<file path="src/fetch_pkg.sv">
package fetch_pkg;

  // Bus widths shared by the fetch datapath and the debug loader
  localparam int NB_ADDR        = 32;  // Byte address
  localparam int NB_INSTRUCTION = 32;  // One instruction word
  localparam int NB_BYTE        = 8;   // One memory entry

  // All ones word stops the fetch stage and also ends a program load
  localparam logic [NB_INSTRUCTION-1:0] HALT_INSTR = 32'hFFFF_FFFF;

  // Host commands, one per i_cmd_valid strobe
  typedef enum logic [1:0] {
    CMD_LOAD = 2'b00,  // Start a byte load at address 0
    CMD_RUN  = 2'b01,  // Free running fetch from address 0
    CMD_STEP = 2'b10,  // Enter step mode, or fetch one word when already there
    CMD_NOP  = 2'b11   // Nothing to do
  } dbg_cmd_e;

  // Debug controller states
  typedef enum logic [2:0] {
    ST_IDLE   = 3'd0,
    ST_LOAD   = 3'd1,  // Byte stream goes into instruction memory
    ST_RUN    = 3'd2,
    ST_STEP   = 3'd3,  // One fetch per host step command
    ST_HALTED = 3'd4   // Halt word was fetched
  } dbg_state_e;

  // One fetched instruction together with the address it came from
  typedef struct packed {
    logic [NB_ADDR-1:0]        pc;     // Address of the first byte
    logic [NB_INSTRUCTION-1:0] instr;  // Big-endian word read there
  } fetch_out_t;

endpackage

</file>
<file path="src/fetch_unit.sv">
`timescale 1ns/1ps

module fetch_unit #(
  parameter int unsigned MEM_DEPTH = 256  // Bytes of instruction memory
) (
  input  logic                                 i_clock,
  input  logic                                 i_rst_n,
  input  logic                                 i_run,            // Level, fetch every cycle
  input  logic                                 i_step,           // Strobe, fetch once
  input  logic                                 i_pc_clear,       // Strobe, restart at 0
  input  logic                                 i_branch_valid,   // Redirect from a later stage
  input  logic [fetch_pkg::NB_ADDR-1:0]        i_branch_target,
  input  logic [fetch_pkg::NB_INSTRUCTION-1:0] i_read_data,      // Word from memory
  output logic                                 o_read_enable,
  output logic [fetch_pkg::NB_ADDR-1:0]        o_read_addr,
  output logic                                 o_fetch_valid,
  output fetch_pkg::fetch_out_t                o_fetch,
  output logic                                 o_halt            // Halt word delivered
);

  // PC increments wrap inside the memory
  localparam logic [fetch_pkg::NB_ADDR-1:0] PC_MASK = MEM_DEPTH - 1;
  localparam logic [fetch_pkg::NB_ADDR-1:0] PC_INC  = 4;

  logic [fetch_pkg::NB_ADDR-1:0] pc_q;          // Address of the next sequential read
  logic [fetch_pkg::NB_ADDR-1:0] cur_pc;        // PC after a pending clear
  logic                          pending_q;     // A read was issued last cycle
  logic [fetch_pkg::NB_ADDR-1:0] pending_pc_q;  // Its address, pairs with the returning word

  // A clear takes effect in the same cycle it arrives
  always_comb begin
    cur_pc      = i_pc_clear ? '0 : pc_q;
    o_read_addr = i_branch_valid ? i_branch_target : cur_pc;  // Branch wins this cycle
  end

  // A clear also drops a word still in flight from before a load or restart
  assign o_fetch_valid = pending_q && !i_pc_clear;
  assign o_halt        = o_fetch_valid && (i_read_data == fetch_pkg::HALT_INSTR);

  // No read in the cycle the halt word shows up
  assign o_read_enable = (i_run || i_step) && !o_halt;

  assign o_fetch = '{pc: pending_pc_q, instr: i_read_data};

  always_ff @(posedge i_clock) begin
    if (!i_rst_n) begin
      pc_q      <= '0;
      pending_q <= 1'b0;
    end else begin
      pending_q <= o_read_enable;
      if (o_read_enable) begin
        pc_q <= (o_read_addr + PC_INC) & PC_MASK;  // Continue after the word just read
      end else if (i_branch_valid) begin
        pc_q <= i_branch_target;  // Step mode, next step starts here
      end else begin
        pc_q <= cur_pc;  // Holds, or takes the clear
      end
    end
  end

  // Payload only, qualified by pending_q
  always_ff @(posedge i_clock) begin
    if (o_read_enable) begin
      pending_pc_q <= o_read_addr;
    end
  end

endmodule

</file>
<file path="config.mk">
export PLATFORM = sky130hd
export DESIGN_NAME = fetch_unit
export DESIGN_NICKNAME = d
export VERILOG_FILES = /design/src/fetch_pkg.sv /design/src/fetch_unit.sv
export SDC_FILE = /design/constraint.sdc
export NUM_CORES = 1
export LEC_CHECK = 0
export BUFFER_PORTS_ARGS = -buffer_cell sky130_fd_sc_hd__buf_2
export CORE_MARGIN = 5
export CORE_UTILIZATION = 34
export DETAILED_ROUTE_END_ITERATION = 10
export GPL_TIMING_DRIVEN = 0
export MAX_ROUTING_LAYER = met4
export SLEW_MARGIN = 20
export SYNTH_ARGS = -nofsm -noshare
export SYNTH_HDL_FRONTEND = slang
export SYNTH_SLANG_ARGS = --single-unit
</file>
<file path="constraint.sdc">
create_clock -name i_clock -period 2.1 [get_ports i_clock]
set_input_delay 0.105 -clock i_clock [delete_from_list [all_inputs] [get_ports i_clock]]
set_output_delay 0.105 -clock i_clock [all_outputs]
set_load 0.02 [all_outputs]
</file>
# == Word-level counts from Yosys, hierarchy flattened ==
# Index checks and enable logic that the tools add are counted.
# classes
n_reduce_logical,7
eq_ne,1
n_mux,3
n_addsub,1
bitwise_logic,1
# op_table
operator,count
2-to-1 mux 32 bit,2
== test 32 bit (second input constant),1
adder 8 x 3 -> 8 bit (second input constant),1
2-to-1 mux 8 bit,1
logical AND 1 bit,3
zero test 1 bit,2
OR reduction 2 bit,1
logical OR 1 bit,1
NOT 1 bit,1
# word_totals
in_bits,70
regBits,65
out_inout_bits,99
wordCells,17

# == Logic depth before layout (Yosys ltp) ==
# depth
depth_word,6
depth_mapped,9
ltp_nobuf,7

# == Least setup slack after synthesis ==
# OpenSTA, ideal clock, no wires.
# synth_timing
path_type,reg2reg
startpoint,register pending_q
endpoint,register pc_q[23] in the netlist's numbering
synth_period_minus_slack_ns,1.977
arrival_ns,1.862
setup_time_ns,0.114
slack_ns,0.123
stages_incl_launch_ff,6
path_cell_list,dfxtp_1 > nor3b_2 > a31oi_4 > nand2b_4 > buf_12 > nor2b_4
# synth_between
elab_chain_cells,5
# synth_lines
item,line,rtl
from (decl),fetch_unit.sv:27,logic pending_q;
from (signal assigned),fetch_unit.sv:50,pending_q <= o_read_enable;
logical AND 1 bit,fetch_unit.sv:37,assign o_fetch_valid = pending_q && !i_pc_clear;
logical AND 1 bit,fetch_unit.sv:38,assign o_halt = o_fetch_valid && (i_read_data == fetch_pkg::HALT_INSTR);
zero test 1 bit,fetch_unit.sv:41,assign o_read_enable = (i_run || i_step) && !o_halt;
logical AND 1 bit,fetch_unit.sv:41,
net o_read_enable,fetch_unit.sv:14,"output logic o_read_enable,"
OR reduction 2 bit (no line),--,
to (signal assigned),fetch_unit.sv:52,pc_q <= (o_read_addr + PC_INC) & PC_MASK;
to (signal assigned),fetch_unit.sv:54,pc_q <= i_branch_target;
to (signal assigned),fetch_unit.sv:56,pc_q <= cur_pc;
to (decl),fetch_unit.sv:25,logic [fetch_pkg::NB_ADDR-1:0] pc_q;
# The timed path passes the listed nets, and every way through them passes these cells.
# A chain may end at the register's enable or synchronous reset.

# == Worst setup path in the final report ==
# layout_timing
startpoint,input i_read_data[29] in the netlist's numbering
endpoint,output o_read_enable
# layout_between
elab_chain_cells,4
# layout_lines
item,line,rtl
from (decl),fetch_unit.sv:13,"input logic [fetch_pkg::NB_INSTRUCTION-1:0] i_read_data,"
== test 32 bit,fetch_unit.sv:38,
logical AND 1 bit,fetch_unit.sv:38,
zero test 1 bit,fetch_unit.sv:41,
logical AND 1 bit,fetch_unit.sv:41,
to (decl),fetch_unit.sv:14,
# No other way between the ends.

==> results.json <==
{
  "design_area_mm2": 0.00414,
  "switchingPower_w": 0.000873,
  "syn_avg_cell_area_um2": 13.3,
  "grt_max_degree": 23,
  "routed_wl_um": 7710,
  "hold_class": "input pin to flip-flop",
  "layout.nets": 470,
  "drc_errors": 0,
  "row_count": 33,
  "drv_slew": 0,
  "ys.flop_type": "dfxtp_1",
  "numClockSinks": 65,
  "worst_ep_required_time_ns": 2.00,
  "power_density_mw_per_mm2": 774,
  "power_frac_seq": 0.443,
  "setup-tns-final_ns": 0,
  "fin_crit_ns": 1.91,
  "die_w_um": 102,
  "core_mm2": 0.00826,
  "combPwrFrac": 0.184,
  "worst-path-max-fanout": 22,
  "synth_warnings": 0,
  "drive_gt1_frac": 0.653,
  "via_per_inst": 4.55,
  "maxCapViolCount": 0,
  "cts_tree": "built",
  "antennaDiodeCount": 0,
  "die-area_mm2": 0.0105,
  "cts_max_level": 3,
  "start_util": 0.351,
  "clk_pin_slew_ns": 0.07,
  "antenna_found_initial": 0,
  "critPathLaunchType": "input pin",
  "path_cells": "buf_2 > nand4_1 > nor3_1 > a31oi_4 > buf_16 > buf_2",
  "grt_pass1_wl_um": 11100,
  "synth_area_mm2": 0.00290,
  "final_cell_mix": "169 x buf_2, 33 x dfxtp_1, 32 x buf_4, 32 x edfxtp_1, 17 x a22o_1",
  "cpPeakStageDelay_ns": 0.73,
  "slowest_stage": "nor3_1",
  "gp_congestion": 0.765,
  "io_buffer_count": 168,
  "ys_seq_elements": 65,
  "critical_path_class": "input pin to primary output",
  "multiInputGateArea_um2": 928,
  "clk_latency_ns": 0.34,
  "synth_top_area_cell": "edfxtp_1",
  "clkPwrFrac": 0.373,
  "synth_cell_type_count": 36,
  "crit_top_cell": "buf_2",
  "fillers": 760,
  "placed_area_mm2": 0.00390,
  "critPathArrivalTime_ns": 1.81,
  "cts_setup_buffers": 0,
  "syn_nets": 289,
  "grt_pass1_vias": 2306,
  "slew-limit-headroom": 0.415,
  "clk_path_buf_depth": 2,
  "cts_root_buffer": "clkbuf_8",
  "netlist.area_leader.share": 0.331,
  "internal_power_w": 0.00233,
  "synth_area_leaders": "edfxtp_1 33%, dfxtp_1 23%, buf_4 8.3%",
  "status": "completed",
  "grt_overflow": 0,
  "skew_ns": 0.0118,
  "synthCells": 218,
  "tightest_slew_ns": 0.871,
  "wire_per_inst_um": 15.1,
  "numCtsBuffers": 9,
  "die_y_um": 102,
  "period_share": 0.911,
  "hold_violations": 0,
  "area_growth_pct": 42.8,
  "grt.total_usage": 0.143,
  "synth_enable_flop_cells": 32,
  "final_common_cell": "buf_2",
  "dp_hpwl_um": 5850,
  "p_leak_nw": 2.00,
  "rsz0062_at_grt": "false",
  "ir_drop_mv": 0.316,
  "setup_viol": 0,
  "crit_path_end_kind": "primary output",
  "vias": 2315,
  "io_pins": 169,
  "synthArstFlopShare": 0,
  "ff_latch_area_mm2": 0.00162,
  "drt_iter0_drc": 44,
  "drtPass1Iterations": 4,
  "power.switching_fraction": 0.272,
  "ys_seq_area_frac": 0.559,
  "final_antenna_net_count": 0,
  "max_freq_mhz": 523
}
==> synthesized netlist by cell type (all sizes together) (4+ instances only) <==
cell type and n:
a22o 27, edfxtp 32, a31oi 4, and2b 4
inv 6, nor3 4, clkbuf 6, dfxtp 33
nor2b 21, nor2 6, nand4 8, nand3 4
buf 35
==> flip-flops by register name (all words and copies together), names as in the netlist <==
name          flops
pending_q         1
pc_q             32
pending_pc_q     32
==> through the flow <==
step	total power (W)	util	worst slack [ns]	cells	hold slack, ns
final	0.00321	0.502	0.187	509	0.101
after global routing	0.00335	0.502	0.0537	509	0.0814
after CTS	0.00324	0.500	0.0346	508	0.0834
after detailed placement	0.00204	0.472	0.0955	492	0.437
after global placement	0.00203	0.469	-0.202	491	0.425
after floorplan	0.00181	-	0.123	218	0.227
==> path summary, 6_finish.rpt <==
kind / depth (start not counted) / from / to / slack, ns
worst min register to register: 1 / pc_q[29] / pending_pc_q[29] / 0.56
worst min-delay path: 2 / i_rst_n / pc_q[1] / 0.10
worst max register to register: 7 / pc_q[3] / pc_q[4] / 0.44
worst max-delay path: 6 / i_read_data[29] / o_read_enable / 0.19
==> power groups by stage <==
stage | logic, W | clock network [W] | registers [W]
5_1_grt | 0.000634 | 0.00129 | 0.00143
6_report | 0.000590 | 0.00120 | 0.00142
3_5_place_dp | 0.000594 | 0 | 0.00145
2_1_floorplan | 0.000293 | 0 | 0.00152
3_3_place_gp | 0.000583 | 0 | 0.00145
4_1_cts | 0.000595 | 0.00123 | 0.00142
==> layout make-up <==
| type | count | share of cell area |
|---|---|---|
| clock inverter | 7 | 0.0242 |
| tap | 105 | 0.0317 |
| sequential | 65 | 0.391 |
| buffer | 41 | 0.0839 |
| clock buffer | 9 | 0.0299 |
| inverter | 6 | 0.00543 |
| timing repair buffer | 169 | 0.210 |
| multi-input combinational | 107 | 0.224 |
==> metal layers <==
metal,global-route usage,vias up,part of all wire
met5,-,-,0
met4,0.0505,0,0.012
met3,0.0410,9,0.086
met2,0.239,105,0.48
met1,0.164,1070,0.42
li1,-,1131,-
==> critical path: cells and delay by family <==
family / cells / cell delay (ns)
AND/OR/NAND/NOR: 2 / 0.83
buffers and inverters: 3 / 0.53
AO/OA/AOI/OAI: 1 / 0.33
==> what timing repair did <==
action,CTS,global route
gates resized for setup,0,1
endpoints found under the setup margin,0,1
hold buffers,0,0
==> logic make-up (layout without fill, tap and decap cells) <==
| logic type | Yosys count | count (layout) | share of synthesized area |
|---|---|---|---|
| buffers and inverters | 47 | 232 | 0.128 |
| XOR/XNOR | 2 | 2 | 0.00604 |
| adder cells (fa/ha/maj) | 1 | 1 | 0.00431 |
| AO/OA/AOI/OAI | 41 | 42 | 0.120 |
| flip-flops | 65 | 65 | 0.559 |
| AND/OR/NAND/NOR | 62 | 62 | 0.183 |
Note: power is estimated with default switching activity, not from simulation.
