`config.mk`:
```
export PLATFORM = sky130hd
export DESIGN_NAME = debug_control
export DESIGN_NICKNAME = d
export VERILOG_FILES = /design/src/fetch_pkg.sv /design/src/debug_control.sv
export SDC_FILE = /design/constraint.sdc
export NUM_CORES = 1
export LEC_CHECK = 0
export BUFFER_PORTS_ARGS = -buffer_cell sky130_fd_sc_hd__buf_2
export CAP_MARGIN = 10
export CORE_ASPECT_RATIO = 2
export CORE_MARGIN = 5
export CORE_UTILIZATION = 35
export CTS_CLUSTER_SIZE = 30
export DETAILED_ROUTE_END_ITERATION = 10
export GPL_TIMING_DRIVEN = 0
export SLEW_MARGIN = 20
export SYNTH_ARGS = -nofsm -noshare
export SYNTH_HDL_FRONTEND = slang
export SYNTH_SLANG_ARGS = --single-unit
export TNS_END_PERCENT = 50
```
`constraint.sdc`:
```
create_clock -name i_clock -period 4.79 [get_ports i_clock]
set_input_delay 0.2395 -clock i_clock [delete_from_list [all_inputs] [get_ports i_clock]]
set_output_delay 0.2395 -clock i_clock [all_outputs]
set_load 0.005 [all_outputs]
```
`src/fetch_pkg.sv`:
```
package fetch_pkg;

  // Bus widths shared by the fetch datapath and the debug loader
  localparam int NB_ADDR        = 32;  // Byte address
  localparam int NB_INSTRUCTION = 32;  // One instruction word
  localparam int NB_BYTE        = 8;   // One memory entry

  // All ones word stops the fetch stage and also ends a program load
  localparam logic [NB_INSTRUCTION-1:0] HALT_INSTR = 32'hFFFF_FFFF;

  // Host commands, one per i_cmd_valid strobe
  typedef enum logic [1:0] {
    CMD_LOAD = 2'b00,  // Start a byte load at address 0
    CMD_RUN  = 2'b01,  // Free running fetch from address 0
    CMD_STEP = 2'b10,  // Enter step mode, or fetch one word when already there
    CMD_NOP  = 2'b11   // Nothing to do
  } dbg_cmd_e;

  // Debug controller states
  typedef enum logic [2:0] {
    ST_IDLE   = 3'd0,
    ST_LOAD   = 3'd1,  // Byte stream goes into instruction memory
    ST_RUN    = 3'd2,
    ST_STEP   = 3'd3,  // One fetch per host step command
    ST_HALTED = 3'd4   // Halt word was fetched
  } dbg_state_e;

  // One fetched instruction together with the address it came from
  typedef struct packed {
    logic [NB_ADDR-1:0]        pc;     // Address of the first byte
    logic [NB_INSTRUCTION-1:0] instr;  // Big-endian word read there
  } fetch_out_t;

endpackage

```
`src/debug_control.sv`:
```
`timescale 1ns/1ps

module debug_control #(
  parameter int unsigned MEM_DEPTH = 256  // Bytes a load may write
) (
  input  logic                          i_clock,
  input  logic                          i_rst_n,
  input  logic                          i_cmd_valid,     // Host command strobe
  input  fetch_pkg::dbg_cmd_e           i_cmd,
  input  logic                          i_byte_valid,    // Host byte strobe
  input  logic [fetch_pkg::NB_BYTE-1:0] i_byte,
  input  logic                          i_halt,          // From fetch stage
  output logic                          o_write_enable,
  output logic [fetch_pkg::NB_ADDR-1:0] o_write_addr,
  output logic [fetch_pkg::NB_BYTE-1:0] o_write_data,
  output logic                          o_run,           // Level, high in ST_RUN
  output logic                          o_step,          // One fetch request
  output logic                          o_pc_clear,      // Restart fetch at address 0
  output fetch_pkg::dbg_state_e         o_state
);

  localparam logic [fetch_pkg::NB_ADDR-1:0] PTR_LAST = MEM_DEPTH - 1;  // Final byte slot

  fetch_pkg::dbg_state_e state_q;
  fetch_pkg::dbg_state_e state_d;
  logic [fetch_pkg::NB_ADDR-1:0]   wr_ptr_q;     // Next byte address during a load
  logic [3*fetch_pkg::NB_BYTE-1:0] byte_hist_q;  // Three bytes before the current one
  logic cmd_load;
  logic cmd_run;
  logic cmd_step;
  logic load_start;   // CMD_LOAD accepted
  logic load_byte;    // Byte goes to memory this cycle
  logic halt_word;    // Current byte closes an aligned halt word
  logic last_byte;    // Current byte fills the memory
  logic step_d;
  logic clear_d;

  // Command decode, NOP and invalid cycles do nothing
  always_comb begin
    cmd_load = 1'b0;
    cmd_run  = 1'b0;
    cmd_step = 1'b0;
    if (i_cmd_valid) begin
      case (i_cmd)
        fetch_pkg::CMD_LOAD: cmd_load = 1'b1;
        fetch_pkg::CMD_RUN:  cmd_run  = 1'b1;
        fetch_pkg::CMD_STEP: cmd_step = 1'b1;
        fetch_pkg::CMD_NOP:  ;
        default:             ;
      endcase
    end
  end

  assign load_start = cmd_load && (state_q != fetch_pkg::ST_LOAD);  // Ignored mid-load
  assign load_byte  = i_byte_valid && (state_q == fetch_pkg::ST_LOAD);

  // Write port is combinational, byte lands on this clock edge
  assign o_write_enable = load_byte;
  assign o_write_addr   = wr_ptr_q;
  assign o_write_data   = i_byte;

  // Word at ptr-3 is aligned when the low pointer bits are 3
  assign halt_word = (wr_ptr_q[1:0] == 2'b11) &&
                     ({byte_hist_q, i_byte} == fetch_pkg::HALT_INSTR);
  assign last_byte = (wr_ptr_q == PTR_LAST);

  always_comb begin
    state_d = state_q;
    step_d  = 1'b0;
    clear_d = 1'b0;
    case (state_q)
      fetch_pkg::ST_IDLE, fetch_pkg::ST_HALTED: begin
        if (cmd_load) begin
          state_d = fetch_pkg::ST_LOAD;
          clear_d = 1'b1;
        end else if (cmd_run) begin
          state_d = fetch_pkg::ST_RUN;
          clear_d = 1'b1;
        end else if (cmd_step) begin
          state_d = fetch_pkg::ST_STEP;  // No fetch on entry
          clear_d = 1'b1;
        end
      end
      fetch_pkg::ST_LOAD: begin
        if (load_byte && (halt_word || last_byte)) begin
          state_d = fetch_pkg::ST_IDLE;
        end
      end
      fetch_pkg::ST_RUN: begin
        if (cmd_load) begin
          state_d = fetch_pkg::ST_LOAD;
          clear_d = 1'b1;  // Drops the read still in flight
        end else if (i_halt) begin
          state_d = fetch_pkg::ST_HALTED;
        end
      end
      fetch_pkg::ST_STEP: begin
        if (cmd_load) begin
          state_d = fetch_pkg::ST_LOAD;
          clear_d = 1'b1;
        end else if (i_halt) begin
          state_d = fetch_pkg::ST_HALTED;  // A step in the same cycle is lost
        end else if (cmd_step) begin
          step_d = 1'b1;
        end
      end
      default: state_d = fetch_pkg::ST_IDLE;
    endcase
  end

  always_ff @(posedge i_clock) begin
    if (!i_rst_n) begin
      state_q    <= fetch_pkg::ST_IDLE;
      wr_ptr_q   <= '0;
      o_step     <= 1'b0;
      o_pc_clear <= 1'b0;
    end else begin
      state_q    <= state_d;
      o_step     <= step_d;   // Step reaches fetch one cycle after the command
      o_pc_clear <= clear_d;
      if (load_start) begin
        wr_ptr_q <= '0;
      end else if (load_byte) begin
        wr_ptr_q <= wr_ptr_q + 1'b1;
      end
    end
  end

  // Only bytes of the current load are compared, stale history never matters
  always_ff @(posedge i_clock) begin
    if (load_byte) begin
      byte_hist_q <= {byte_hist_q[2*fetch_pkg::NB_BYTE-1:0], i_byte};
    end
  end

  assign o_run   = (state_q == fetch_pkg::ST_RUN);
  assign o_state = state_q;

endmodule

```
Yosys cells after proc, flatten, opt, wreduce, memory -nomap -nowiden
Cells that the tools add are included.
Word-level totals
  logic and storage cells: 51
  input port bits: 15
  output and inout port bits: 47
  register bits: 61
Cells by class
  reduce and logical (&&, ||, !) cells: 12
  muxes and demuxes: 18
  bitwise operators: 2
  add/sub/neg operators: 1
  equality and inequality tests: 13
Operators by type and width (number)
  32-bit by 1-bit adder with 32-bit output (second input constant): 1
  32-bit equality test (second input constant): 1
  32-bit by 8-bit equality test with 1-bit output (second input constant): 1
  3-bit 2-to-1 mux: 6
  1-bit 2-to-1 mux: 10
  3-bit one-hot mux with 3 select lines: 1
  3-bit by 2-bit equality test with 1-bit output (second input constant): 2
  3-bit by 1-bit inequality test with 1-bit output (second input constant): 2
  2-bit OR reduction: 3
  2-bit equality test (second input constant): 2
  1-bit logical AND: 4
  4-bit inequality test (second input constant): 1
  4-bit OR reduction: 1
  3-bit by 1-bit equality test with 1-bit output (second input constant): 1
  3-bit equality test (second input constant): 1
  3-bit zero test: 1
  3-bit AND reduction: 1
  2-bit by 1-bit equality test with 1-bit output (second input constant): 1
  2-bit zero test: 1
  2-bit by 1-bit inequality test with 1-bit output (second input constant): 1
  1-bit NOT: 2
  1-bit one-hot mux with 2 select lines: 1
  1-bit logical OR: 1

Longest topological paths before layout
Gate-level depths: netlist of run 1.
  depth in word-level cells: 7
  mapped depth: 7
  depth with buffers taken out: 5

Least setup slack after synthesis of run 1
Ideal clock, no wire load.
  path kind: reg-to-reg
  start: register state_q[1] (netlist: o_state[1])
  end: register wr_ptr_q (netlist bit o_write_addr[31])
  setup time: 121 ps
  buffers on the path: 1
  arrival: 1859 ps
  cell stages (with the launch flop): 6
  slack: 2810 ps
  required time: 4669 ps
  cells stage by stage: dfxtp_1 nand4bb_4 or4_4 buf_6 nor4_1 mux2_2
On the way
  cells in the longest elaborated chain, start to end: 3
RTL lines
  start, declared: line debug_control.sv:24  | fetch_pkg::dbg_state_e state_q;
  start signal, assigned: line debug_control.sv:113  | state_q <= fetch_pkg::ST_IDLE;
  start signal, assigned: line debug_control.sv:118  | state_q <= state_d;
  3-bit by 1-bit inequality test with 1-bit output: line debug_control.sv:54  | assign load_start = cmd_load && (state_q != fetch_pkg::ST_LOAD);
  1-bit logical AND: line debug_control.sv:54
  2-bit OR reduction (no source line)
  end signal, assigned: line debug_control.sv:124  | wr_ptr_q <= wr_ptr_q + 1'b1;
  end, declared: line debug_control.sv:26  | logic [fetch_pkg::NB_ADDR-1:0] wr_ptr_q;
Parallel ways exist; a longest one is shown, timed or not.
A chain may end at the register's enable or synchronous reset.

Worst setup path in the final report of run 1
  start: register state_q[0] (netlist: o_state[0])
  end: register wr_ptr_q (netlist bit o_write_addr[24])
Same word-level chain as after synthesis.

==> key figures, run 1 <==
Outcome
  – Status: complete, no violations

Worst setup path
  – Req. time, crit path: approximately 5000 ps
  – FF-to-FF Start: o_state[0]
  – CP Cell Sequence: nor3b_2, nand4_1, clkbuf_1, clkbuf_1, o31ai_1, a21oi_1
  – Reg2Reg Setup Slack: roughly 2400 ps
  – Critical path's slowest cell: dfxtp_1
  – Crit-path most repeated cell: clkbuf_1
  – Crit-path leading delay family: simple AND/OR/NAND/NOR gates
  – CP max stage delay: roughly 510 ps
  – WP data arrival: between 2000 and 3000 ps
  – WS Path Type: reg -> reg
  – Reg2Reg Depth: 6
  – CP bufs+invs: 2
  – CP endpoint kind: flip-flop
  – Reg-to-Reg End: o_write_addr[24]
  – Startpoint Class: flip-flop
  – Maximum fanout along the worst path: 10

Final layout
  – Finished Cell Area: around 3400 sq um
  – Area grow syn2layout: 25.9%
  – Nets: approximately 360
  – Number of fill cells: about 770
  – Ratio of cells with drive above 1 in the final layout: a little over a quarter
  – Ant. Diodes: 0

Die
  – Core area: 7600 sq um
  – Site Rows: 45
  – Boundary Pins: 62
  – Die area: a little under 10000 sq um
  – Initial Util: a little over a third
  – Die Width: a little over 70 um
  – Chip height: about 140 um

Clocking
  – CTS buffer count: 9
  – Reg clk slew, reported paths: roughly 60 ps
  – Root Driver: clkbuf_16
  – Hold Buf Count CTS: 0
  – CTS resizes: 0
  – CTS H-tree lvls: 3
  – Clk sinks: between 60 and 70
  – Setup Fix Bufs, Post-CTS: 0
  – CTS tree: built
  – Worst-Skew Late Latency: around 340 ps
  – Clk buf depth: 2

Run
  – Max_cap viols: 0

Timing
  – Max-slew headroom: between 30 and 40%
  – Final hold viol count: 0
  – Setup TNS Final: 0 ps
  – RSZ-0062 raised after global routing: false
  – Crit share post-route: about half
  – Setup Viol. Count Final: 0
  – Achievable Freq: 419 MHz
  – Setup Skew: a little under 6 ps
  – Slew Viols, Final: 0
  – Final Critical Period: between 2000 and 2500 ps
  – Worst Tran Pin Value: approximately 1000 ps
  – Hold_ws: 105 ps

Global routing
  – Initial antenna violation count: 0
  – Largest net degree at the start of global routing: 29
  – Total track usage: between 10% and 20%
  – Vias in the first global route: between 2000 and 2500
  – First-pass GRT wire length: roughly 12000 um
  – Remaining global-route overflow: 0

Logic synthesis
  – Ys Warns: 0
  – Synth area leader: dfxtp_1
  – Async SR Flop Fraction: 0%
  – Commonest cells post-synth: 37 x dfxtp_1, 29 x a21oi_1, 24 x edfxtp_1
  – Top FF cell, synth: dfxtp_1
  – Count of cell types in the netlist: 40
  – Cell Area, Synth: about 2700 sq um
  – Post-Synthesis Cells: approximately 270
  – Most frequent cell after synthesis: dfxtp_1
  – Yosys reg bits: 61
  – Top-area cell type share of the netlist area: between 20 and 30%
  – Syn_nets: between 200 and 300
  – Post-synth EDFFs: 24
  – Post-synthesis sequential area ratio: between 50 and 60%
  – Largest cells by area after synthesis: dfxtp_1 27%, edfxtp_1 26%, a21oi_1 5.3%
  – Mean Syn Cell Area: 10.0 sq um

Power and ir drop
  – Pwr/cell area: between 300 and 400 nW/um^2
  – VDD IR max: 0.202 mV
  – Leakage: about 1.3 nW

Detailed routing
  – Antenna-violating nets left: 0
  – Remaining DRCs: 0
  – Iter 0 DRT Violations: around 130
  – Vias: between 2000 and 2500
  – DRT Pass-1 Iters: 4
  – Drt via density: 5.46
  – DRT Wirelength: ~7000 um
  – Drt wl/cell: 15.7 um

Place
  – HPWL after DPL: slightly above 5000 um
  – GP Congestion: a little over 0.8
  – DP Area: roughly 3200 sq um
  – IO Port Bufs: between 60 and 70

Worst hold path
  – Hold Path Class: in -> reg
  – WHS Endpoint: byte_hist_q[5]
  – HP Start: i_byte[5]
  – Hold path cells: 1
cells by family (layout without fill, tap and decap cells):
logic type,Yosys count,count (layout),synth area share (%)
AOI/OAI and AO/OA,59,59,12.5
xor gates and xnor gates,7,7,2.24
buffers and inverters,27,104,5.07
adders and majority gates,1,1,0.457
muxes,2,2,0.777
and+or+nand+nor,117,117,25.6
DFF,61,61,53.4
cells in the final DEF, fill, tap and decap left out, drive strengths merged, types with 2 or more instances in the layout:
cell type,instances
or4,13
o31ai,12
clkbuf,18
nor4,9
nor3,4
o21ai,13
xor2,3
and4,5
nand4,16
a21oi,29
or3b,2
nor3b,2
and3,4
buf,70
inv,14
dfxtp,37
nand2,20
xnor2,4
nand3,11
or3,12
edfxtp,24
nor2,13
registers in the layout, indices dropped and copies added, names as in the netlist:
name / flops
o_pc_clear: 1
byte_hist_q: 24
o_step: 1
o_state: 3
o_write_addr: 32
layout make-up:
type	count	area, sq um	area share (%)
buffer	18	105	3.05
inverter	9	33.8	0.979
timing repair buffer	61	305	8.85
clock buffer	9	225	6.53
sequential	61	1460	42.4
multi-input combinational	186	1140	33.0
clock inverter	7	62.6	1.81
tap	94	118	3.41
how the worst max path moves through the flow:
stage	start	to	cells past startpoint
finish	o_state[0]	o_write_addr[24]	6
floorplan	o_state[1]	o_write_addr[31]	5
detailed placement	o_state[0]	o_write_addr[24]	6
global placement	o_state[0]	o_write_addr[24]	6
global route	o_state[0]	o_write_addr[24]	6
CTS	o_state[0]	o_write_addr[24]	6
where the power goes:
part	internal (mW)	switching (mW)
clock	0.361	0.263
sequential	0.576	0.0207
combinational	0.0397	0.0552
total	0.977	0.339
metal layers:
layer	vias to the layer above	GRT usage [%]	share of wire, %
met5	-	0	0
met4	0	9.03	3.4
met3	19	3.65	5.2
met2	64	26.4	52
met1	1152	16.8	39
li1	1195	-	-
metrics by stage:
step | setup WS, ps | utilization, % | total power, mW | cells
global route | 2170 | 45.4 | 1.37 | 445
floorplan | 2810 | - | 0.661 | 274
finish | 2400 | 45.4 | 1.32 | 445
detailed placement | 2410 | 41.6 | 0.704 | 429
global placement | 2450 | 41.6 | 0.701 | 429
CTS | 2400 | 45.4 | 1.33 | 445
Note: power is estimated with default switching activity, not from simulation.
==> run 2, diff against run 1 <==
Settings changed: ABC_AREA from default to 1.
Clock period 4.79 ns to 1.9 ns, I/O delays scaled along.
==> run 2 against run 1 <==
Total power increased to 2.9 times the previous value; die area increased by 13%; area after synthesis increased by 15%; first-iteration DRC count increased by 67%; global-route usage increased by 0.91 points; clock skew increased by 2.7 ps; synthesized cell count increased by 53%; clock-buffer cell count increased by 1; non-clock buffer count increased by 4; critical endpoint is now o_write_enable.
==> key figures, run 2 <==
Die
  – Core area: 8890 sq um
  – Site Rows: 49
  – Chip height: between 100 and 150 um
  – Die Width: around 77 um
  – Die area: between 10000 and 15000 sq um
  – Boundary Pins: 62
  – Initial Util: a little over a third

Logic synthesis
  – Post-Synthesis Cells: about 420
  – Top FF cell, synth: dfxtp_1
  – Syn_nets: 434
  – Mean Syn Cell Area: ~7.5 sq um
  – Ys Warns: 0
  – Most frequent cell after synthesis: nand2_1
  – Synth area leader: dfxtp_1
  – Post-synthesis sequential area ratio: a little under half
  – Async SR Flop Fraction: 0%
  – Commonest cells post-synth: 120 x nand2_1, 49 x nor2_1, 46 x inv_1
  – Yosys reg bits: 61
  – Post-synth EDFFs: 24
  – Largest cells by area after synthesis: dfxtp_1 24%, edfxtp_1 23%, nand2_1 14%
  – Count of cell types in the netlist: 35
  – Cell Area, Synth: ~3100 sq um
  – Top-area cell type share of the netlist area: 23.5%

Power and ir drop
  – Logic pwr share: between 10% and 20%
  – Sequential share of power: between 40% and 50%
  – Switching share of total power: between 20% and 30%
  – Clk pwr share: 43.0%
  – Internal: between 2 and 3 mW
  – Pwr/cell area: about 940 nW/um^2
  – Leakage: between 1.5 and 2 nW
  – Power Total: 3.76 mW
  – Switch Pwr: 1.03 mW
  – VDD IR max: roughly 0.46 mV

Final layout
  – Final core utilization: ~45%
  – Largest register FFs: 32
  – Finished Cell Area: around 4000 sq um
  – Most common cell after layout, fill and taps aside: nand2_1
  – Area grow syn2layout: 27.7%
  – Ratio of cells with drive above 1 in the final layout: between 20% and 30%
  – Finished Layout Cells: 607
  – Ant. Diodes: 0
  – Nets: ~520
  – Commonest cells after routing, fill and taps aside: 120 x nand2_1, 63 x buf_2, 49 x nor2_1, 45 x inv_1, 35 x dfxtp_1

Clocking
  – Root Driver: clkbuf_16
  – Reg clk slew, reported paths: ~50 ps
  – CTS tree: built
  – CTS H-tree lvls: 3
  – CTS buffer count: 9
  – Worst-Skew Late Latency: approximately 330 ps
  – Clk sinks: between 60 and 70
  – Clk buf depth: 2

Timing
  – Crit share post-route: between 90 and 100%
  – Max-slew headroom: 69.5%
  – RSZ-0062 raised after global routing: false
  – Setup Viol. Count Final: 0
  – Setup TNS Final: 0 ps
  – Worst Tran Pin Value: roughly 460 ps
  – Achievable Freq: ~570 MHz
  – Slew Viols, Final: 0
  – Final hold viol count: 0
  – Final Critical Period: about 1800 ps
  – Setup Skew: around 8.5 ps

Place
  – IO Port Bufs: 61
  – HPWL after DPL: 6910 um
  – Placed Instances: 581
  – DP Area: ~3600 sq um
  – GP Congestion: a little over 0.9

Worst setup path
  – CP bufs+invs: 4
  – CP endpoint kind: output port
  – CP max stage delay: 380 ps
  – Maximum fanout along the worst path: 34
  – WP data arrival: 1660 ps
  – CP Cell Sequence: nor2_1, nand2_1, clkinv_2, nand2_4, clkinvlp_4, buf_12, buf_2
  – Critical path's slowest cell: dfxtp_1
  – Crit-path leading delay family: buffers and inverters
  – Req. time, crit path: approximately 1800 ps
  – Startpoint Class: flip-flop
  – WS Path Type: reg -> out

Global routing
  – Largest net degree at the start of global routing: 35
  – Remaining global-route overflow: 0
  – Initial antenna violation count: 0
  – Vias in the first global route: approximately 3000
  – First-pass GRT wire length: 14100 um
  – Total track usage: 16.3%

Outcome
  – Status: complete, no violations

Detailed routing
  – Drt via density: between 5 and 6
  – Drt wl/cell: 14.6 um
  – Remaining DRCs: 0
  – DRT Wirelength: a little under 9000 um
  – Iter 0 DRT Violations: roughly 210
  – DRT Pass-1 Iters: 4
  – Antenna-violating nets left: 0
  – Vias: just over 3000

Run
  – Max_cap viols: 0

Worst hold path
  – Hold Path Class: in -> reg
-- run 2: cell types whose count changed after synthesis, moves of 18 or more --
cell	delta
nor3_1	+18
nor2_1	+36
nand2_1	+100
inv_1	+37
-- run 2: worst min-delay path, stage by stage --
cell,delay [ps]
buf_2,110
nand2_1,60
nor2_1,30
-- run 2: stage by stage --
step	setup WS [ps]	hold WS (ps)
global route	9.42	34.7
CTS	13.4	10.7
global placement	-16.0	289
floorplan	283	171
detailed placement	-57.9	298
finish	141	16.0
-- run 2: kinds of logic (layout without fill, tap and decap cells) --
logic type,after synthesis,after routing,synth area share (%)
compound gates,48,48,8.14
fa+ha+maj,1,1,0.397
simple gates,238,238,34.6
buf+inv,64,151,8.74
flops,61,61,46.4
xor+xnor,6,6,1.67
-- run 2: repair_timing --
item                       in CTS  in global routing
setup buffers                   0                  1
hold endpoints to repair        9                  0
gates resized for setup         4                  8
pin swaps                       0                  0
setup endpoints to repair      35                 21
hold buffers                    9                  0
-- run 2: metal layers --
layer  global-route usage [%]  share of wire [%]  up-vias
li1                         -                  -     1530
met1                     14.7                 34     1393
met2                     31.4                 57       87
met3                     3.49                4.5       33
met4                     11.6                4.8        0
met5                        0                  0        -
-- run 2: power by group through the flow --
stage	clock network [mW]	logic, mW	registers, mW
after global placement	0	0.499	1.60
after CTS	1.65	0.541	1.58
final	1.62	0.559	1.59
after detailed placement	0	0.511	1.61
after floorplan	0	0.335	1.59
after global routing	1.71	0.622	1.60
-- run 2: cell type report --
type | instances | area (sq um)
fill | 884 | 4870
sequential | 61 | 1460
multi-input combinational | 293 | 1440
timing repair buffer | 71 | 403
clock buffer | 10 | 229
inverter | 52 | 200
tap | 102 | 128
buffer | 12 | 93.8
clock inverter | 6 | 63.8
-- run 2: path summary, 6_finish.rpt --
check                                     start               end  slack, ps  cells past startpoint
worst min register to register   byte_hist_q[8]   byte_hist_q[16]        450                      0
worst min-delay path                    i_rst_n        o_state[0]         20                      3
worst max-delay path                 o_state[1]    o_write_enable        140                      7
worst max register to register  o_write_addr[0]  o_write_addr[18]        150                     10
==> run 3, diff against run 2 <==
--- a/config.mk
+++ b/config.mk
@@ -9,3 +9,3 @@
 export BUFFER_PORTS_ARGS = -buffer_cell sky130_fd_sc_hd__buf_2
-export CAP_MARGIN = 10
+export CAP_MARGIN = 30
 export CORE_ASPECT_RATIO = 2
==> constraint.sdc (replaced) <==
create_clock -name i_clock -period 1.7 [get_ports i_clock]
set_input_delay 0.085 -clock i_clock [delete_from_list [all_inputs] [get_ports i_clock]]
set_output_delay 0.085 -clock i_clock [all_outputs]
set_load 0.01 [all_outputs]
==> run 3 against run 2 <==
Final cell count up 2.6%; global-route usage up 0.22 points; sequential power up 13%; clock power up 12%; core utilization up 2.6 points; sequential cell count unchanged; critical endpoint unchanged; largest power group unchanged.
==> key figures, run 3 (synthesis gave the netlist of run 2 again) <==
Clocking
  – Clk sinks: 61
  – Worst-Skew Late Latency: between 300 and 400 ps
  – Reg clk slew, reported paths: 50 ps
  – CTS H-tree lvls: 3
  – CTS buffer count: 9
  – Clk buf depth: 2
  – Root Driver: clkbuf_16
  – CTS tree: built

Timing
  – Final hold viol count: 0
  – Final Critical Period: 1610 ps
  – RSZ-0062 raised after global routing: true
  – Achievable Freq: a little over 600 MHz
  – Crit share post-route: 94.6%
  – Setup Skew: about 9 ps
  – Worst Tran Pin Value: 441 ps
  – Fin worst setup slack: 91.3 ps
  – Setup Viol. Count Final: 0
  – Slew Viols, Final: 0
  – Setup TNS Final: 0 ps
  – Max-slew headroom: between 70 and 80%

Die
  – Die area: around 11000 sq um
  – Initial Util: 35.4%
  – Site Rows: 49
  – Core area: between 8000 and 9000 sq um
  – Die Width: between 70 and 80 um
  – Boundary Pins: 62
  – Chip height: 144 um

Run
  – Max_cap viols: 0

Global routing
  – Initial antenna violation count: 0
  – Largest net degree at the start of global routing: 35
  – First-pass GRT wire length: ~14000 um
  – Vias in the first global route: about 3100
  – Remaining global-route overflow: 0
  – Total track usage: between 10% and 20%

Worst setup path
  – Maximum fanout along the worst path: 34
  – Critical path's slowest cell: dfxtp_4
  – CP max stage delay: approximately 360 ps
  – CP Cell Sequence: nor2_4, nand2_4, inv_4, nand2_8, clkinvlp_4, buf_12, buf_2
  – CP endpoint kind: output port
  – Reg2Reg Depth: 10
  – Reg-to-Reg End: o_write_addr[18]
  – FF-to-FF Start: o_write_addr[1]
  – WS Path Type: reg -> out
  – Reg2Reg Setup Slack: 100 ps
  – Startpoint Class: flip-flop
  – Req. time, crit path: about 1600 ps
  – WP data arrival: around 1500 ps

Detailed routing
  – Drt via density: 4.99
  – Antenna-violating nets left: 0
  – DRT Pass-1 Iters: 6
  – Vias: slightly above 3000
  – Iter 0 DRT Violations: ~180
  – DRT Wirelength: a little over 9000 um
  – Drt wl/cell: roughly 15 um
  – Remaining DRCs: 0

Power and ir drop
  – Pwr/cell area: around 1000 nW/um^2
  – VDD IR max: 0.546 mV
  – Power Total: roughly 4.4 mW
  – Leakage: between 1.5 and 2 nW

Final layout
  – Commonest cells after routing, fill and taps aside: 117 x nand2_1, 63 x buf_2, 46 x nor2_1, 45 x inv_1, 29 x a21oi_1
  – Ratio of cells with drive above 1 in the final layout: a little under 30%
  – Area grow syn2layout: 35.0%
  – Nets: ~530
  – Most common cell after layout, fill and taps aside: nand2_1
  – Largest register FFs: 32
  – Ant. Diodes: 0
  – Finished Cell Area: roughly 4300 sq um

Place
  – IO Port Bufs: between 60 and 70
  – GP Congestion: about 0.91
  – DP Area: 3580 sq um
  – HPWL after DPL: between 6000 and 7000 um
  – Pre-CTS setup slack: -258 ps

Worst hold path
  – HP Start: i_halt
  – WHS Endpoint: o_step
  – Hold path cells: 4
  – Hold Path Class: in -> reg

Outcome
  – Status: complete, no violations
==> run 3: cell count changes in the layout (fill, tap and decap cells not counted), moves of 2 or more <==
cell / before / now
nor2_1: 49 / 46
nor3_4: 0 / 3
nor3_1: 20 / 16
buf_4: 9 / 24
nand2_1: 120 / 117
dfxtp_1: 35 / 27
nor2_4: 3 / 5
dfxtp_4: 0 / 3
dfxtp_2: 2 / 7
==> run 3: final cells by class <==
class | count | area [sq um]
sequential | 61 | 1480
multi-input combinational | 293 | 1530
timing repair buffer | 87 | 526
fill | 850 | 4640
tap | 102 | 128
clock inverter | 6 | 63.8
buffer | 12 | 93.8
inverter | 52 | 201
clock buffer | 10 | 229
==> run 3: critical path: cells and delay by family (launching register included) <==
| kind | cells | cell delay, ps |
|---|---|---|
| flops | 1 | 360 |
| simple gates | 3 | 270 |
| buf+inv | 4 | 540 |
==> run 3: metrics by stage <==
step / hold slack, ps / util (%) / instances
after global placement: 279 / 40.3 / 581
after floorplan: 161 / - / 418
after detailed placement: 288 / 40.3 / 581
after global routing: 66.0 / 47.8 / 623
after CTS: 35.0 / 45.6 / 608
final: 59.7 / 47.8 / 623
==> run 3: repair_timing <==
item / in CTS / in global routing
endpoints found under the hold margin: 10 / 0
buffers inserted: 1 / 15
pin swaps: 1 / 10
gates resized for setup: 18 / 27
hold buffers: 10 / 0
setup endpoints to repair: 52 / 23
==> run 3: worst max path at each step <==
stage               slack, ps            start          endpoint
floorplan                  20       o_state[0]    byte_hist_q[0]
global placement         -220       o_state[0]   byte_hist_q[21]
detailed placement       -260       o_state[0]  o_write_addr[22]
CTS                       -30       o_state[2]    o_write_enable
global route              -20  o_write_addr[1]  o_write_addr[18]
finish                     90       o_state[1]    o_write_enable
==> run 3: metal layers <==
metal | routed length [um] | GRT usage, %
met4 | 430 | 12.0
met3 | 372 | 3.62
met5 | 0 | 0
met2 | 5240 | 31.9
met1 | 3050 | 14.7
==> run 3: report_power, final <==
part           switching (mW)  internal (mW)  total, mW
clock                   0.677           1.13       1.81
combinational           0.455          0.297      0.751
sequential              0.102           1.70       1.80
